## src/common/misc_pkg.sv

```systemverilog
`default_nettype none

package misc_pkg;

	// one bus request, zero wstrb means read
	typedef struct packed {
		logic        valid;
		logic [31:0] addr;
		logic [31:0] wdata;
		logic [3:0]  wstrb;
	} bus_req_t;

	localparam logic [3:0] REGION_MISC = 4'h2;

	// register index from addr[6:2]
	typedef logic [4:0] reg_idx_t;

	localparam reg_idx_t REG_LED       = 5'd0;
	localparam reg_idx_t REG_BTN       = 5'd1;
	localparam reg_idx_t REG_SOC_VER   = 5'd2;
	localparam reg_idx_t REG_FLASH_SEL = 5'd13;
	localparam reg_idx_t REG_GENIO_IN  = 5'd17;
	localparam reg_idx_t REG_GENIO_OUT = 5'd18;
	localparam reg_idx_t REG_GENIO_OE  = 5'd19;
	localparam reg_idx_t REG_GENIO_W2S = 5'd20;
	localparam reg_idx_t REG_GENIO_W2C = 5'd21;
	localparam reg_idx_t REG_GPEXT_IN  = 5'd22;
	localparam reg_idx_t REG_GPEXT_OUT = 5'd23;
	localparam reg_idx_t REG_GPEXT_OE  = 5'd24;
	localparam reg_idx_t REG_GPEXT_W2S = 5'd25;
	localparam reg_idx_t REG_GPEXT_W2C = 5'd26;

	typedef enum logic [2:0] {
		GPIO_NONE,
		GPIO_WR_OUT,
		GPIO_WR_OE,
		GPIO_SET_OUT,
		GPIO_CLR_OUT
	} gpio_op_t;

	typedef logic [29:0] genio_t;

	typedef struct packed {
		logic [7:0] pmod;
		logic [5:0] sao2;
		logic [5:0] sao1;
	} gpext_t;

	localparam int LED_W = 16;
	localparam int BTN_W = 8;

	localparam logic [31:0] SOC_VERSION = 32'h0;
	localparam logic [23:0] RELOAD_KEY  = 24'hD0F1A5;

	// select clock is high while the delay counter is in [LO, HI]
	localparam logic [2:0] FSEL_DELAY_START = 3'd7;
	localparam logic [2:0] FSEL_PULSE_HI    = 3'd5;
	localparam logic [2:0] FSEL_PULSE_LO    = 3'd3;

	function automatic gpext_t gpext_from_word(input logic [31:0] w);
		gpext_t g;
		g.pmod = w[23:16];
		g.sao2 = w[13:8];
		g.sao1 = w[5:0];
		return g;
	endfunction

	// unused bus bits read as zero
	function automatic logic [31:0] gpext_to_word(input gpext_t g);
		logic [31:0] w;
		w        = '0;
		w[23:16] = g.pmod;
		w[13:8]  = g.sao2;
		w[5:0]   = g.sao1;
		return w;
	endfunction

endpackage

`default_nettype wire

```

## src/logic/misc_decode.sv

```systemverilog
`timescale 1ns/1ps
`default_nettype none

module misc_decode (
	input  misc_pkg::bus_req_t bus_req,
	output logic               wr_en,
	output logic               rd_sel,
	output misc_pkg::reg_idx_t idx,
	output logic               ready,
	output logic               bus_error_irq
);

	import misc_pkg::*;

	logic in_misc;

	// region is the top address nibble
	assign in_misc = (bus_req.addr[31:28] == REGION_MISC);

	assign idx = bus_req.addr[6:2];

	// only the low strobe bit qualifies a register write
	assign wr_en  = bus_req.valid && in_misc && bus_req.wstrb[0];
	assign rd_sel = bus_req.valid && in_misc;

	// misc and unmapped accesses both finish in the same cycle
	assign ready = bus_req.valid;

	// unmapped access, interrupt follows valid
	assign bus_error_irq = bus_req.valid && !in_misc;

endmodule

`default_nettype wire

```

## src/logic/gpio_bank.sv

```systemverilog
`timescale 1ns/1ps
`default_nettype none

module gpio_bank #(
	parameter type payload_t = logic [31:0]
) (
	input  logic               clk48m,
	input  logic               rst,
	input  misc_pkg::gpio_op_t op,
	input  payload_t           wdata,
	output payload_t           out,
	output payload_t           oe
);

	import misc_pkg::*;

	always_ff @(posedge clk48m) begin
		if (rst) begin
			out <= '0;
			oe  <= '0;
		end else begin
			case (op)
				GPIO_WR_OUT: begin
					out <= wdata;
				end
				GPIO_WR_OE: begin
					oe <= wdata;
				end
				// write-to-set
				GPIO_SET_OUT: begin
					out <= payload_t'(out | wdata);
				end
				// write-to-clear
				GPIO_CLR_OUT: begin
					out <= payload_t'(out & ~wdata);
				end
				default: begin
				end
			endcase
		end
	end

endmodule

`default_nettype wire

```

## src/logic/flash_select_seq.sv

```systemverilog
`timescale 1ns/1ps
`default_nettype none

module flash_select_seq (
	input  logic clk48m,
	input  logic rst,
	input  logic sel_wr,
	input  logic sel_bit,
	input  logic key_ok,
	output logic fsel_d,
	output logic fsel_c,
	output logic programn
);

	import misc_pkg::*;

	logic       fsel_strobe;
	logic       reload_queued;
	logic       fpga_reload;
	logic [2:0] fsel_delay;

	// select bit, start strobe and sticky reload request
	always_ff @(posedge clk48m) begin
		if (rst) begin
			fsel_d        <= 1'b0;
			fsel_strobe   <= 1'b0;
			reload_queued <= 1'b0;
		end else begin
			fsel_strobe <= sel_wr;
			if (sel_wr) begin
				fsel_d <= sel_bit;
			end
			if (sel_wr && key_ok) begin
				reload_queued <= 1'b1;
			end
		end
	end

	// the select flip-flop gets its clock well after fsel_d settles,
	// and the reload only fires once that pulse is over
	always_ff @(posedge clk48m) begin
		if (rst) begin
			fsel_delay  <= '0;
			fpga_reload <= 1'b0;
		end else if (fsel_strobe) begin
			fsel_delay <= FSEL_DELAY_START;
		end else if (fsel_delay != 3'd0) begin
			fsel_delay <= fsel_delay - 3'd1;
			if (fsel_delay == 3'd1 && reload_queued) begin
				fpga_reload <= 1'b1;
			end
		end
	end

	assign fsel_c   = (fsel_delay >= FSEL_PULSE_LO) && (fsel_delay <= FSEL_PULSE_HI);
	assign programn = ~fpga_reload;

endmodule

`default_nettype wire

```

## src/logic/misc_regs.sv

```systemverilog
`timescale 1ns/1ps
`default_nettype none

module misc_regs (
	input  logic                       clk48m,
	input  logic                       rst,
	input  logic                       wr_en,
	input  misc_pkg::reg_idx_t         idx,
	input  logic [31:0]                wdata,
	output logic [misc_pkg::LED_W-1:0] led,
	output misc_pkg::genio_t           genio_out,
	output misc_pkg::genio_t           genio_oe,
	output misc_pkg::gpext_t           gpext_out,
	output misc_pkg::gpext_t           gpext_oe,
	output logic                       fsel_d,
	output logic                       fsel_c,
	output logic                       programn
);

	import misc_pkg::*;

	gpio_op_t genio_op;
	gpio_op_t gpext_op;
	logic     sel_wr;
	logic     key_ok;

	// per-bank write style from the register index
	always_comb begin
		genio_op = GPIO_NONE;
		gpext_op = GPIO_NONE;
		if (wr_en) begin
			case (idx)
				REG_GENIO_OUT: genio_op = GPIO_WR_OUT;
				REG_GENIO_OE:  genio_op = GPIO_WR_OE;
				REG_GENIO_W2S: genio_op = GPIO_SET_OUT;
				REG_GENIO_W2C: genio_op = GPIO_CLR_OUT;
				REG_GPEXT_OUT: gpext_op = GPIO_WR_OUT;
				REG_GPEXT_OE:  gpext_op = GPIO_WR_OE;
				REG_GPEXT_W2S: gpext_op = GPIO_SET_OUT;
				REG_GPEXT_W2C: gpext_op = GPIO_CLR_OUT;
				default: begin
				end
			endcase
		end
	end

	assign sel_wr = wr_en && (idx == REG_FLASH_SEL);

	// unlock key sits in the upper three bytes
	assign key_ok = (wdata[31:8] == RELOAD_KEY);

	always_ff @(posedge clk48m) begin
		if (rst) begin
			led <= '0;
		end else if (wr_en && idx == REG_LED) begin
			led <= wdata[LED_W-1:0];
		end
	end

	gpio_bank #(
		.payload_t(genio_t)
	) genio_bank (
		.clk48m(clk48m),
		.rst   (rst),
		.op    (genio_op),
		.wdata (genio_t'(wdata[29:0])),
		.out   (genio_out),
		.oe    (genio_oe)
	);

	gpio_bank #(
		.payload_t(gpext_t)
	) gpext_bank (
		.clk48m(clk48m),
		.rst   (rst),
		.op    (gpext_op),
		.wdata (gpext_from_word(wdata)),
		.out   (gpext_out),
		.oe    (gpext_oe)
	);

	flash_select_seq flash_select_seq (
		.clk48m  (clk48m),
		.rst     (rst),
		.sel_wr  (sel_wr),
		.sel_bit (wdata[0]),
		.key_ok  (key_ok),
		.fsel_d  (fsel_d),
		.fsel_c  (fsel_c),
		.programn(programn)
	);

endmodule

`default_nettype wire

```

## src/logic/misc_readback.sv

```systemverilog
`timescale 1ns/1ps
`default_nettype none

module misc_readback (
	input  misc_pkg::reg_idx_t         idx,
	input  logic                       rd_sel,
	input  logic [misc_pkg::LED_W-1:0] led,
	input  logic [misc_pkg::BTN_W-1:0] btn,
	input  misc_pkg::genio_t           genio_in,
	input  misc_pkg::genio_t           genio_out,
	input  misc_pkg::genio_t           genio_oe,
	input  misc_pkg::gpext_t           gpext_in,
	input  misc_pkg::gpext_t           gpext_out,
	input  misc_pkg::gpext_t           gpext_oe,
	input  logic                       usb_vdet,
	input  logic                       fsel_d,
	output logic [31:0]                rdata
);

	import misc_pkg::*;

	always_comb begin
		if (!rd_sel) begin
			// anything outside the misc region
			rdata = 32'hDEADBEEF;
		end else begin
			case (idx)
				REG_LED:       rdata = {{(32-LED_W){1'b0}}, led};
				// buttons are active low on the board
				REG_BTN:       rdata = {{(32-BTN_W){1'b0}}, ~btn};
				REG_SOC_VER:   rdata = SOC_VERSION;
				REG_FLASH_SEL: rdata = {31'h0, fsel_d};
				REG_GENIO_IN:  rdata = {2'b00, genio_in};
				REG_GENIO_OUT: rdata = {2'b00, genio_out};
				REG_GENIO_OE:  rdata = {2'b00, genio_oe};
				// usb supply detect rides along in bit 31
				REG_GPEXT_IN:  rdata = gpext_to_word(gpext_in) | {usb_vdet, 31'h0};
				REG_GPEXT_OUT: rdata = gpext_to_word(gpext_out);
				REG_GPEXT_OE:  rdata = gpext_to_word(gpext_oe);
				default:       rdata = 32'h0;
			endcase
		end
	end

endmodule

`default_nettype wire

```

## src/logic/misc_top.sv

```systemverilog
`timescale 1ns/1ps
`default_nettype none

module misc_top (
	input  logic                       clk48m,
	input  logic                       rst,
	input  misc_pkg::bus_req_t         bus_req,
	input  logic [misc_pkg::BTN_W-1:0] btn,
	input  misc_pkg::genio_t           genio_in,
	input  misc_pkg::gpext_t           gpext_in,
	input  logic                       usb_vdet,
	output logic [31:0]                rdata,
	output logic                       ready,
	output logic                       bus_error_irq,
	output logic [misc_pkg::LED_W-1:0] led,
	output misc_pkg::genio_t           genio_out,
	output misc_pkg::genio_t           genio_oe,
	output misc_pkg::gpext_t           gpext_out,
	output misc_pkg::gpext_t           gpext_oe,
	output logic                       fsel_d,
	output logic                       fsel_c,
	output logic                       programn
);

	import misc_pkg::*;

	logic     wr_en;
	logic     rd_sel;
	reg_idx_t idx;

	misc_decode misc_decode (
		.bus_req      (bus_req),
		.wr_en        (wr_en),
		.rd_sel       (rd_sel),
		.idx          (idx),
		.ready        (ready),
		.bus_error_irq(bus_error_irq)
	);

	misc_regs misc_regs (
		.clk48m   (clk48m),
		.rst      (rst),
		.wr_en    (wr_en),
		.idx      (idx),
		.wdata    (bus_req.wdata),
		.led      (led),
		.genio_out(genio_out),
		.genio_oe (genio_oe),
		.gpext_out(gpext_out),
		.gpext_oe (gpext_oe),
		.fsel_d   (fsel_d),
		.fsel_c   (fsel_c),
		.programn (programn)
	);

	misc_readback misc_readback (
		.idx      (idx),
		.rd_sel   (rd_sel),
		.led      (led),
		.btn      (btn),
		.genio_in (genio_in),
		.genio_out(genio_out),
		.genio_oe (genio_oe),
		.gpext_in (gpext_in),
		.gpext_out(gpext_out),
		.gpext_oe (gpext_oe),
		.usb_vdet (usb_vdet),
		.fsel_d   (fsel_d),
		.rdata    (rdata)
	);

endmodule

`default_nettype wire

```

## config.mk

```make
export PLATFORM = sky130hd
export DESIGN_NAME = misc_top
export DESIGN_NICKNAME = d
export VERILOG_FILES = /design/src/common/misc_pkg.sv /design/src/logic/misc_decode.sv /design/src/logic/gpio_bank.sv /design/src/logic/flash_select_seq.sv /design/src/logic/misc_regs.sv /design/src/logic/misc_readback.sv /design/src/logic/misc_top.sv
export SDC_FILE = /design/constraint.sdc
export NUM_CORES = 1
export LEC_CHECK = 0
export BUFFER_PORTS_ARGS = -buffer_cell sky130_fd_sc_hd__buf_4
export CORE_UTILIZATION = 47
export DETAILED_ROUTE_END_ITERATION = 16
export PLACE_DENSITY = 0.83
export REMOVE_ABC_BUFFERS = 1
export SETUP_SLACK_MARGIN = 0.4
export SLEW_MARGIN = 20
export SYNTH_ARGS = -nofsm -noshare
export SYNTH_HDL_FRONTEND = slang
export SYNTH_SLANG_ARGS = --single-unit
```

## constraint.sdc

```tcl
create_clock -name clk48m -period 2.65 [get_ports clk48m]
set_clock_uncertainty 0.1 [all_clocks]
set_input_delay 0.3975 -clock clk48m [delete_from_list [all_inputs] [get_ports clk48m]]
set_output_delay 0.3975 -clock clk48m [all_outputs]
set_load 0.01 [all_outputs]
```

==> results of run 1 <==
==> synth_stat cells, types with 3 or more instances <==
cell type and n:
a22oi_1 35, mux2i_1 21, a2111oi_0 6, and3_1 12, nand4_1 9, a221oi_1 9
ha_1 4, nand2_1 161, a32o_1 30, nand2b_1 8, a31oi_1 4, nor3_1 11
clkbuf_1 60, buf_2 6, nand3_1 23, o21ai_0 3, nor4_1 7, a21oi_1 80
a32oi_1 14, and2_1 5, o311ai_0 4, a222oi_1 11, dfxtp_1 123, nor2_1 32
inv_1 10
==> cell type report <==
class	instances	area (µm²)	area share [%]
timing repair buffer	336	2720	28.4
tap	168	210	2.19
multi-input combinational	529	3560	37.1
sequential	123	2460	25.7
inverter	11	46.3	0.483
clock inverter	7	87.6	0.913
clock buffer	24	502	5.23
==> layer usage <==
layer	up-vias	part of all wire (%)	GRT usage, %
li1	3279	-	-
met1	3629	35	46.6
met2	675	47	65.3
met3	166	13	9.16
met4	0	5.6	22.8
met5	-	0	0
==> worst max path at each step <==
stage,depth (start not counted),to,from
finish,8,rdata[22],bus_req[40]
global route,8,rdata[22],bus_req[40]
CTS,8,rdata[22],bus_req[41]
global placement,8,rdata[14],bus_req[40]
detailed placement,8,rdata[14],bus_req[40]
floorplan,4,misc_regs.genio_bank.out[0],bus_req[64]
==> repair_timing <==
action / 4_1_cts / 5_1_grt
setup endpoints to repair: 30 / 30
setup buffers: 7 / 8
pin swaps: 17 / 22
cloned: 2 / 1
resized for setup: 62 / 47
==> registers in the layout, summed over array words and instances, names as in the netlist <==
signal	count
misc_regs.flash_select_seq.fpga_reload	1
misc_regs.flash_select_seq.fsel_d	1
misc_regs.flash_select_seq.fsel_delay	3
misc_regs.flash_select_seq.fsel_strobe	1
misc_regs.flash_select_seq.reload_queued	1
misc_regs.genio_bank.oe	30
misc_regs.genio_bank.out	30
misc_regs.gpext_bank.oe	20
misc_regs.gpext_bank.out	20
misc_regs.led	16
==> logic make-up after synthesis <==
group	count (synthesis)	synth area share [%]
and+or+nand+nor	292	22.9
buffers and inverters	80	5.36
xor gates and xnor gates	2	0.294
AOI/OAI and AO/OA	208	25.3
DFF	123	41.4
adders and majority gates	4	0.841
muxes	23	3.91
==> power by group <==
part / switching, W / internal (W) / total (W)
Combinational: 0.000344 / 0.000279 / 0.000623
Clock: 0.000815 / 0.00149 / 0.00231
Sequential: 0.0000277 / 0.00187 / 0.00190
Total: 0.00119 / 0.00365 / 0.00483
==> worst max-delay path, stage by stage <==
cell,delay [ns]
buf_12,0.11
or3b_4,0.42
nor2_4,0.28
buf_6,0.19
buf_12,0.12
a21oi_1,0.08
a21oi_1,0.17
buf_4,0.15
==> per-stage QoR <==
step,util (%),total power (W),hold WS [ns],setup WS [ns],cells
after floorplan,-,0.00213,0.319,-1.28,663
after global placement,68.9,0.00245,0.350,0.101,1149
after detailed placement,68.9,0.00247,0.352,0.0827,1149
after CTS,76.2,0.00478,0.101,0.326,1189
after global routing,78.8,0.00496,0.117,0.229,1198
final,78.8,0.00483,0.112,0.236,1198
==> qor.csv, run 1 <==
metric;value;unit
PortBufs;256;
worst r2r src;misc_regs.flash_select_seq.fsel_delay[0];
max-slew violations;0;
clock root cell;clkbuf_16;
fin crit share;91.1;%
min Tclk post-route;2.41;ns
post-route DRC violation count;0;
global-route usage over all layers;39.3;%
Core Region;0.0122;mm²
relative slew slack;63.4;%
CP Capture Type;output pin;
Synth async-reset ratio;0;%
Leak;3.85;nW
GP Congestion;0.872;
worst vdd ir;346;µV
P per Cell Area;504;mW/mm²
wire length per cell;23.3;µm
RSZ-0062 raised after global routing;true;
setup TNS;0;ns
initial antenna violation count;0;
initial drt markers;966;
Layout Nets;1152;
CTS clock-pin slew for the worst setup and hold paths;0.05;ns
largest cells by area after synthesis;dfxtp_1 41%, nand2_1 10%, a21oi_1 6.7%;
gate count after technology mapping;732;
CTS Buf Count;17;
R2R Path End;misc_regs.flash_select_seq.fsel_delay[1];
CTS Buffer Depth;2;
Synth Flop Type;dfxtp_1;
DP Wirelength;17.7;mm
Fin. Hold Viols;0;
Via density;6.47;
die area;0.0131;mm²
Worst setup SP type;input pin;
clk_lat worst skew;0.42;ns
crit path max fanout;6;
initial core utilization;48.9;%
CTS tree;built;
Layout fillers;834;
# rows;40;
Max Cap Viol;0;
area grow syn2layout;61.1;%
Cell Area, Synth;0.00595;mm²
WHS Path Cells;2;
io pins;283;
CTS H-tree lvls;4;
number of synthesized register bits;123;
clock sink count;123;
share of layout cells above drive strength 1;41.6;%
diode count;0;
Setup violations, final;0;
vias in the first global route;7080;
commonest non-fill, non-tap cell in the layout;buf_4;
Hold Crit Start;bus_req[13];
Required @ worst endpoint;2.15;ns
number of synthesized flops with an enable pin;0;
fmax;0.414;GHz
largest net degree at the start of global routing;42;
Worst Tran Pin Value;0.549;ns
FF-to-FF setup slack;1.26;ns
final wirelength;27.9;mm
most frequent cells in the layout;306 x buf_4, 157 x nand2_1, 123 x dfxtp_1;
Final ANT Viol Nets;0;
Hold WC Path Type;in -> reg;
TritonRoute pass-1 iters;7;
via count;7749;
Hold EP;misc_regs.gpext_bank.out[7];
top cell type's share of synthesized area;41.4;%
post-synthesis cell type count;57;
Syn Area/Cell;8.13;µm²
die width;115;µm
first-pass GRT wire length;38.6;mm
status;finished clean;
crit path DAT;1.92;ns
grt total ovfl;0;
DP Area;0.00838;mm²
Post-CTS Hold Fix Bufs;0;
fin area;0.00959;mm²
Yosys Warn Count;0;
area leader, netlist;dfxtp_1;
FF-to-FF path depth;6;
Seq/Total Area, Yosys;41.4;%
Die Height;115;µm
WS Path Type;in -> out;
(Power assumes the default switching activity.)
==> inputs of run 2 (changes only) <==
--- a/config.mk
+++ b/config.mk
@@ -7,11 +7,12 @@
 export LEC_CHECK = 0
 export BUFFER_PORTS_ARGS = -buffer_cell sky130_fd_sc_hd__buf_4
 export CORE_UTILIZATION = 47
+export CTS_BUF_LIST = sky130_fd_sc_hd__clkbuf_4 sky130_fd_sc_hd__clkbuf_8 sky130_fd_sc_hd__clkbuf_16
 export DETAILED_ROUTE_END_ITERATION = 16
 export PLACE_DENSITY = 0.83
+export RECOVER_POWER = 100
 export REMOVE_ABC_BUFFERS = 1
 export SETUP_SLACK_MARGIN = 0.4
-export SLEW_MARGIN = 20
 export SYNTH_ARGS = -nofsm -noshare
 export SYNTH_HDL_FRONTEND = slang
 export SYNTH_SLANG_ARGS = --single-unit
==> run 2 against run 1 <==
Against the previous run:
- first-iteration DRC count down 2.4%
- largest power group unchanged
- worst setup slack worse by 0.058 ns
- critical endpoint is now rdata[12]
- die area unchanged
==> qor.csv, run 2 (synthesized netlist as in run 1, its figures left out) <==
metric;value;unit
clock root cell;clkbuf_16;
Top delay family on crit path;buffers and inverters;
Required @ worst endpoint;2.15;ns
crit path cell chain;buf_12, or3b_4, clkbuf_2, nor2_4, buf_12, buf_12, a22oi_2, nand3_1, clkbuf_1;
Hold EP;misc_regs.gpext_bank.out[1];
Largest regs;misc_regs.genio_bank.oe x30, misc_regs.genio_bank.out x30;
combinational power share;12.1;%
DP Area;0.00838;mm²
clk_lat worst skew;0.42;ns
min Tclk post-route;2.47;ns
GP Congestion;0.872;
die width;115;µm
initial drt markers;943;
worst r2r src;misc_regs.flash_select_seq.fsel_delay[0];
relative slew slack;40.5;%
Max Cap Viol;0;
CTS clock-pin slew for the worst setup and hold paths;0.05;ns
TritonRoute pass-1 iters;7;
Fin. Hold Viols;0;
Final ANT Viol Nets;0;
WS Path Type;in -> out;
Hold WC Path Type;in -> reg;
post-route DRC violation count;0;
io pins;283;
DP Wirelength;17.7;mm
DP Worst Slack;0.0827;ns
Worst Tran Pin Value;0.893;ns
Hold Crit Start;bus_req[5];
P_int;0.00364;W
CP bufs+invs;5;
P per Cell Area;540;mW/mm²
area grow syn2layout;50.0;%
CTS Buffer Depth;2;
FF-to-FF path depth;6;
PortBufs;256;
first-pass GRT wire length;38.7;mm
fin area;0.00892;mm²
FF-to-FF setup slack;1.29;ns
Setup violations, final;0;
Core Region;0.0122;mm²
Post-CTS Hold Fix Bufs;0;
CP dominant cell by count;buf_12;
CP Capture Type;output pin;
Hold WS;0.109;ns
Leak;3.21;nW
initial core utilization;48.9;%
CTS H-tree lvls;4;
Switching Share;24.4;%
# rows;40;
crit path DAT;1.97;ns
die area;0.0131;mm²
Layout Nets;1148;
crit path max fanout;7;
largest net degree at the start of global routing;42;
commonest non-fill, non-tap cell in the layout;nand2_1;
CTS tree;built;
WHS Path Cells;2;
fin crit share;93.3;%
Final WS setup;0.178;ns
RSZ-0062 raised after global routing;true;
CP peak stage delay;0.41;ns
Seq pwr share;39.3;%
Tot Pwr;0.00482;W
vias in the first global route;7125;
Via density;6.37;
grt total ovfl;0;
P_sw;0.00118;W
setup TNS;0;ns
CTS Buf Count;17;
share of layout cells above drive strength 1;26.9;%
initial antenna violation count;0;
most frequent cells in the layout;156 x nand2_1, 155 x buf_4, 143 x clkbuf_1;
clock sink count;123;
via count;7606;
diode count;0;
wire length per cell;22.5;µm
Worst setup SP type;input pin;
R2R Path End;misc_regs.flash_select_seq.fsel_delay[1];
Slowest-stage cell, CP;or3b_4;
max-slew violations;0;
Clk pwr share;48.5;%
global-route usage over all layers;39.5;%
worst vdd ir;347;µV
Die Height;115;µm
status;finished clean;
Layout fillers;1029;
final wirelength;26.9;mm
fmax;0.404;GHz
run 2: cell types whose count changed in the layout (fill, tap and decap cells not counted), sizes merged:
cell / before / now
clkbuf: 25 / 172
buf: 335 / 184
run 2: worst reg2reg max path, cell delays in order (launching register included):
cell      delay, ns
dfxtp_1        0.41
inv_1          0.11
ha_1           0.24
nand2b_1       0.13
nand2_1        0.06
o21ai_0        0.08
a21oi_1        0.10
run 2: timing repair:
action	4_1_cts	5_1_grt
gates resized for setup	62	49
endpoints found under the hold margin	0	0
buffers inserted	7	5
pin swaps	17	19
endpoints found under the setup margin	30	30
gates cloned	2	0
run 2: final cells by class:
type | instances | area [µm²] | share of cell area [%]
multi-input combinational | 529 | 3490 | 39.1
clock inverter | 7 | 87.6 | 0.981
timing repair buffer | 332 | 2120 | 23.7
inverter | 11 | 46.3 | 0.519
sequential | 123 | 2460 | 27.6
clock buffer | 24 | 509 | 5.71
tap | 168 | 210 | 2.36
run 2: power groups by stage:
stage          combinational [W]  sequential (W)  clock, W
2_1_floorplan           0.000202         0.00193         0
3_3_place_gp            0.000514         0.00193         0
3_5_place_dp            0.000534         0.00194         0
4_1_cts                 0.000570         0.00190   0.00233
5_1_grt                 0.000625         0.00190   0.00243
6_report                0.000585         0.00190   0.00234
run 2: layer usage:
layer / GRT usage [%] / share of wire [%]
met4: 23.7 / 5.1
met2: 65.5 / 48
met3: 9.79 / 12
met5: 0 / 0
met1: 46.1 / 36
run 2: worst max-delay path by stage:
stage	start	endpoint	slack, ns	cells past startpoint
floorplan	bus_req[64]	misc_regs.genio_bank.out[0]	-1.28	4
global placement	bus_req[40]	rdata[14]	0.10	8
detailed placement	bus_req[40]	rdata[14]	0.08	8
CTS	bus_req[41]	rdata[22]	0.33	8
global route	bus_req[64]	misc_regs.genio_bank.oe[2]	0.14	7
finish	bus_req[41]	rdata[12]	0.18	9
run 2: per-stage QoR:
stage / util, % / instances
global route: 73.4 / 1194
global placement: 68.9 / 1149
floorplan: - / 663
CTS: 76.3 / 1189
finish: 73.4 / 1194
detailed placement: 68.9 / 1149
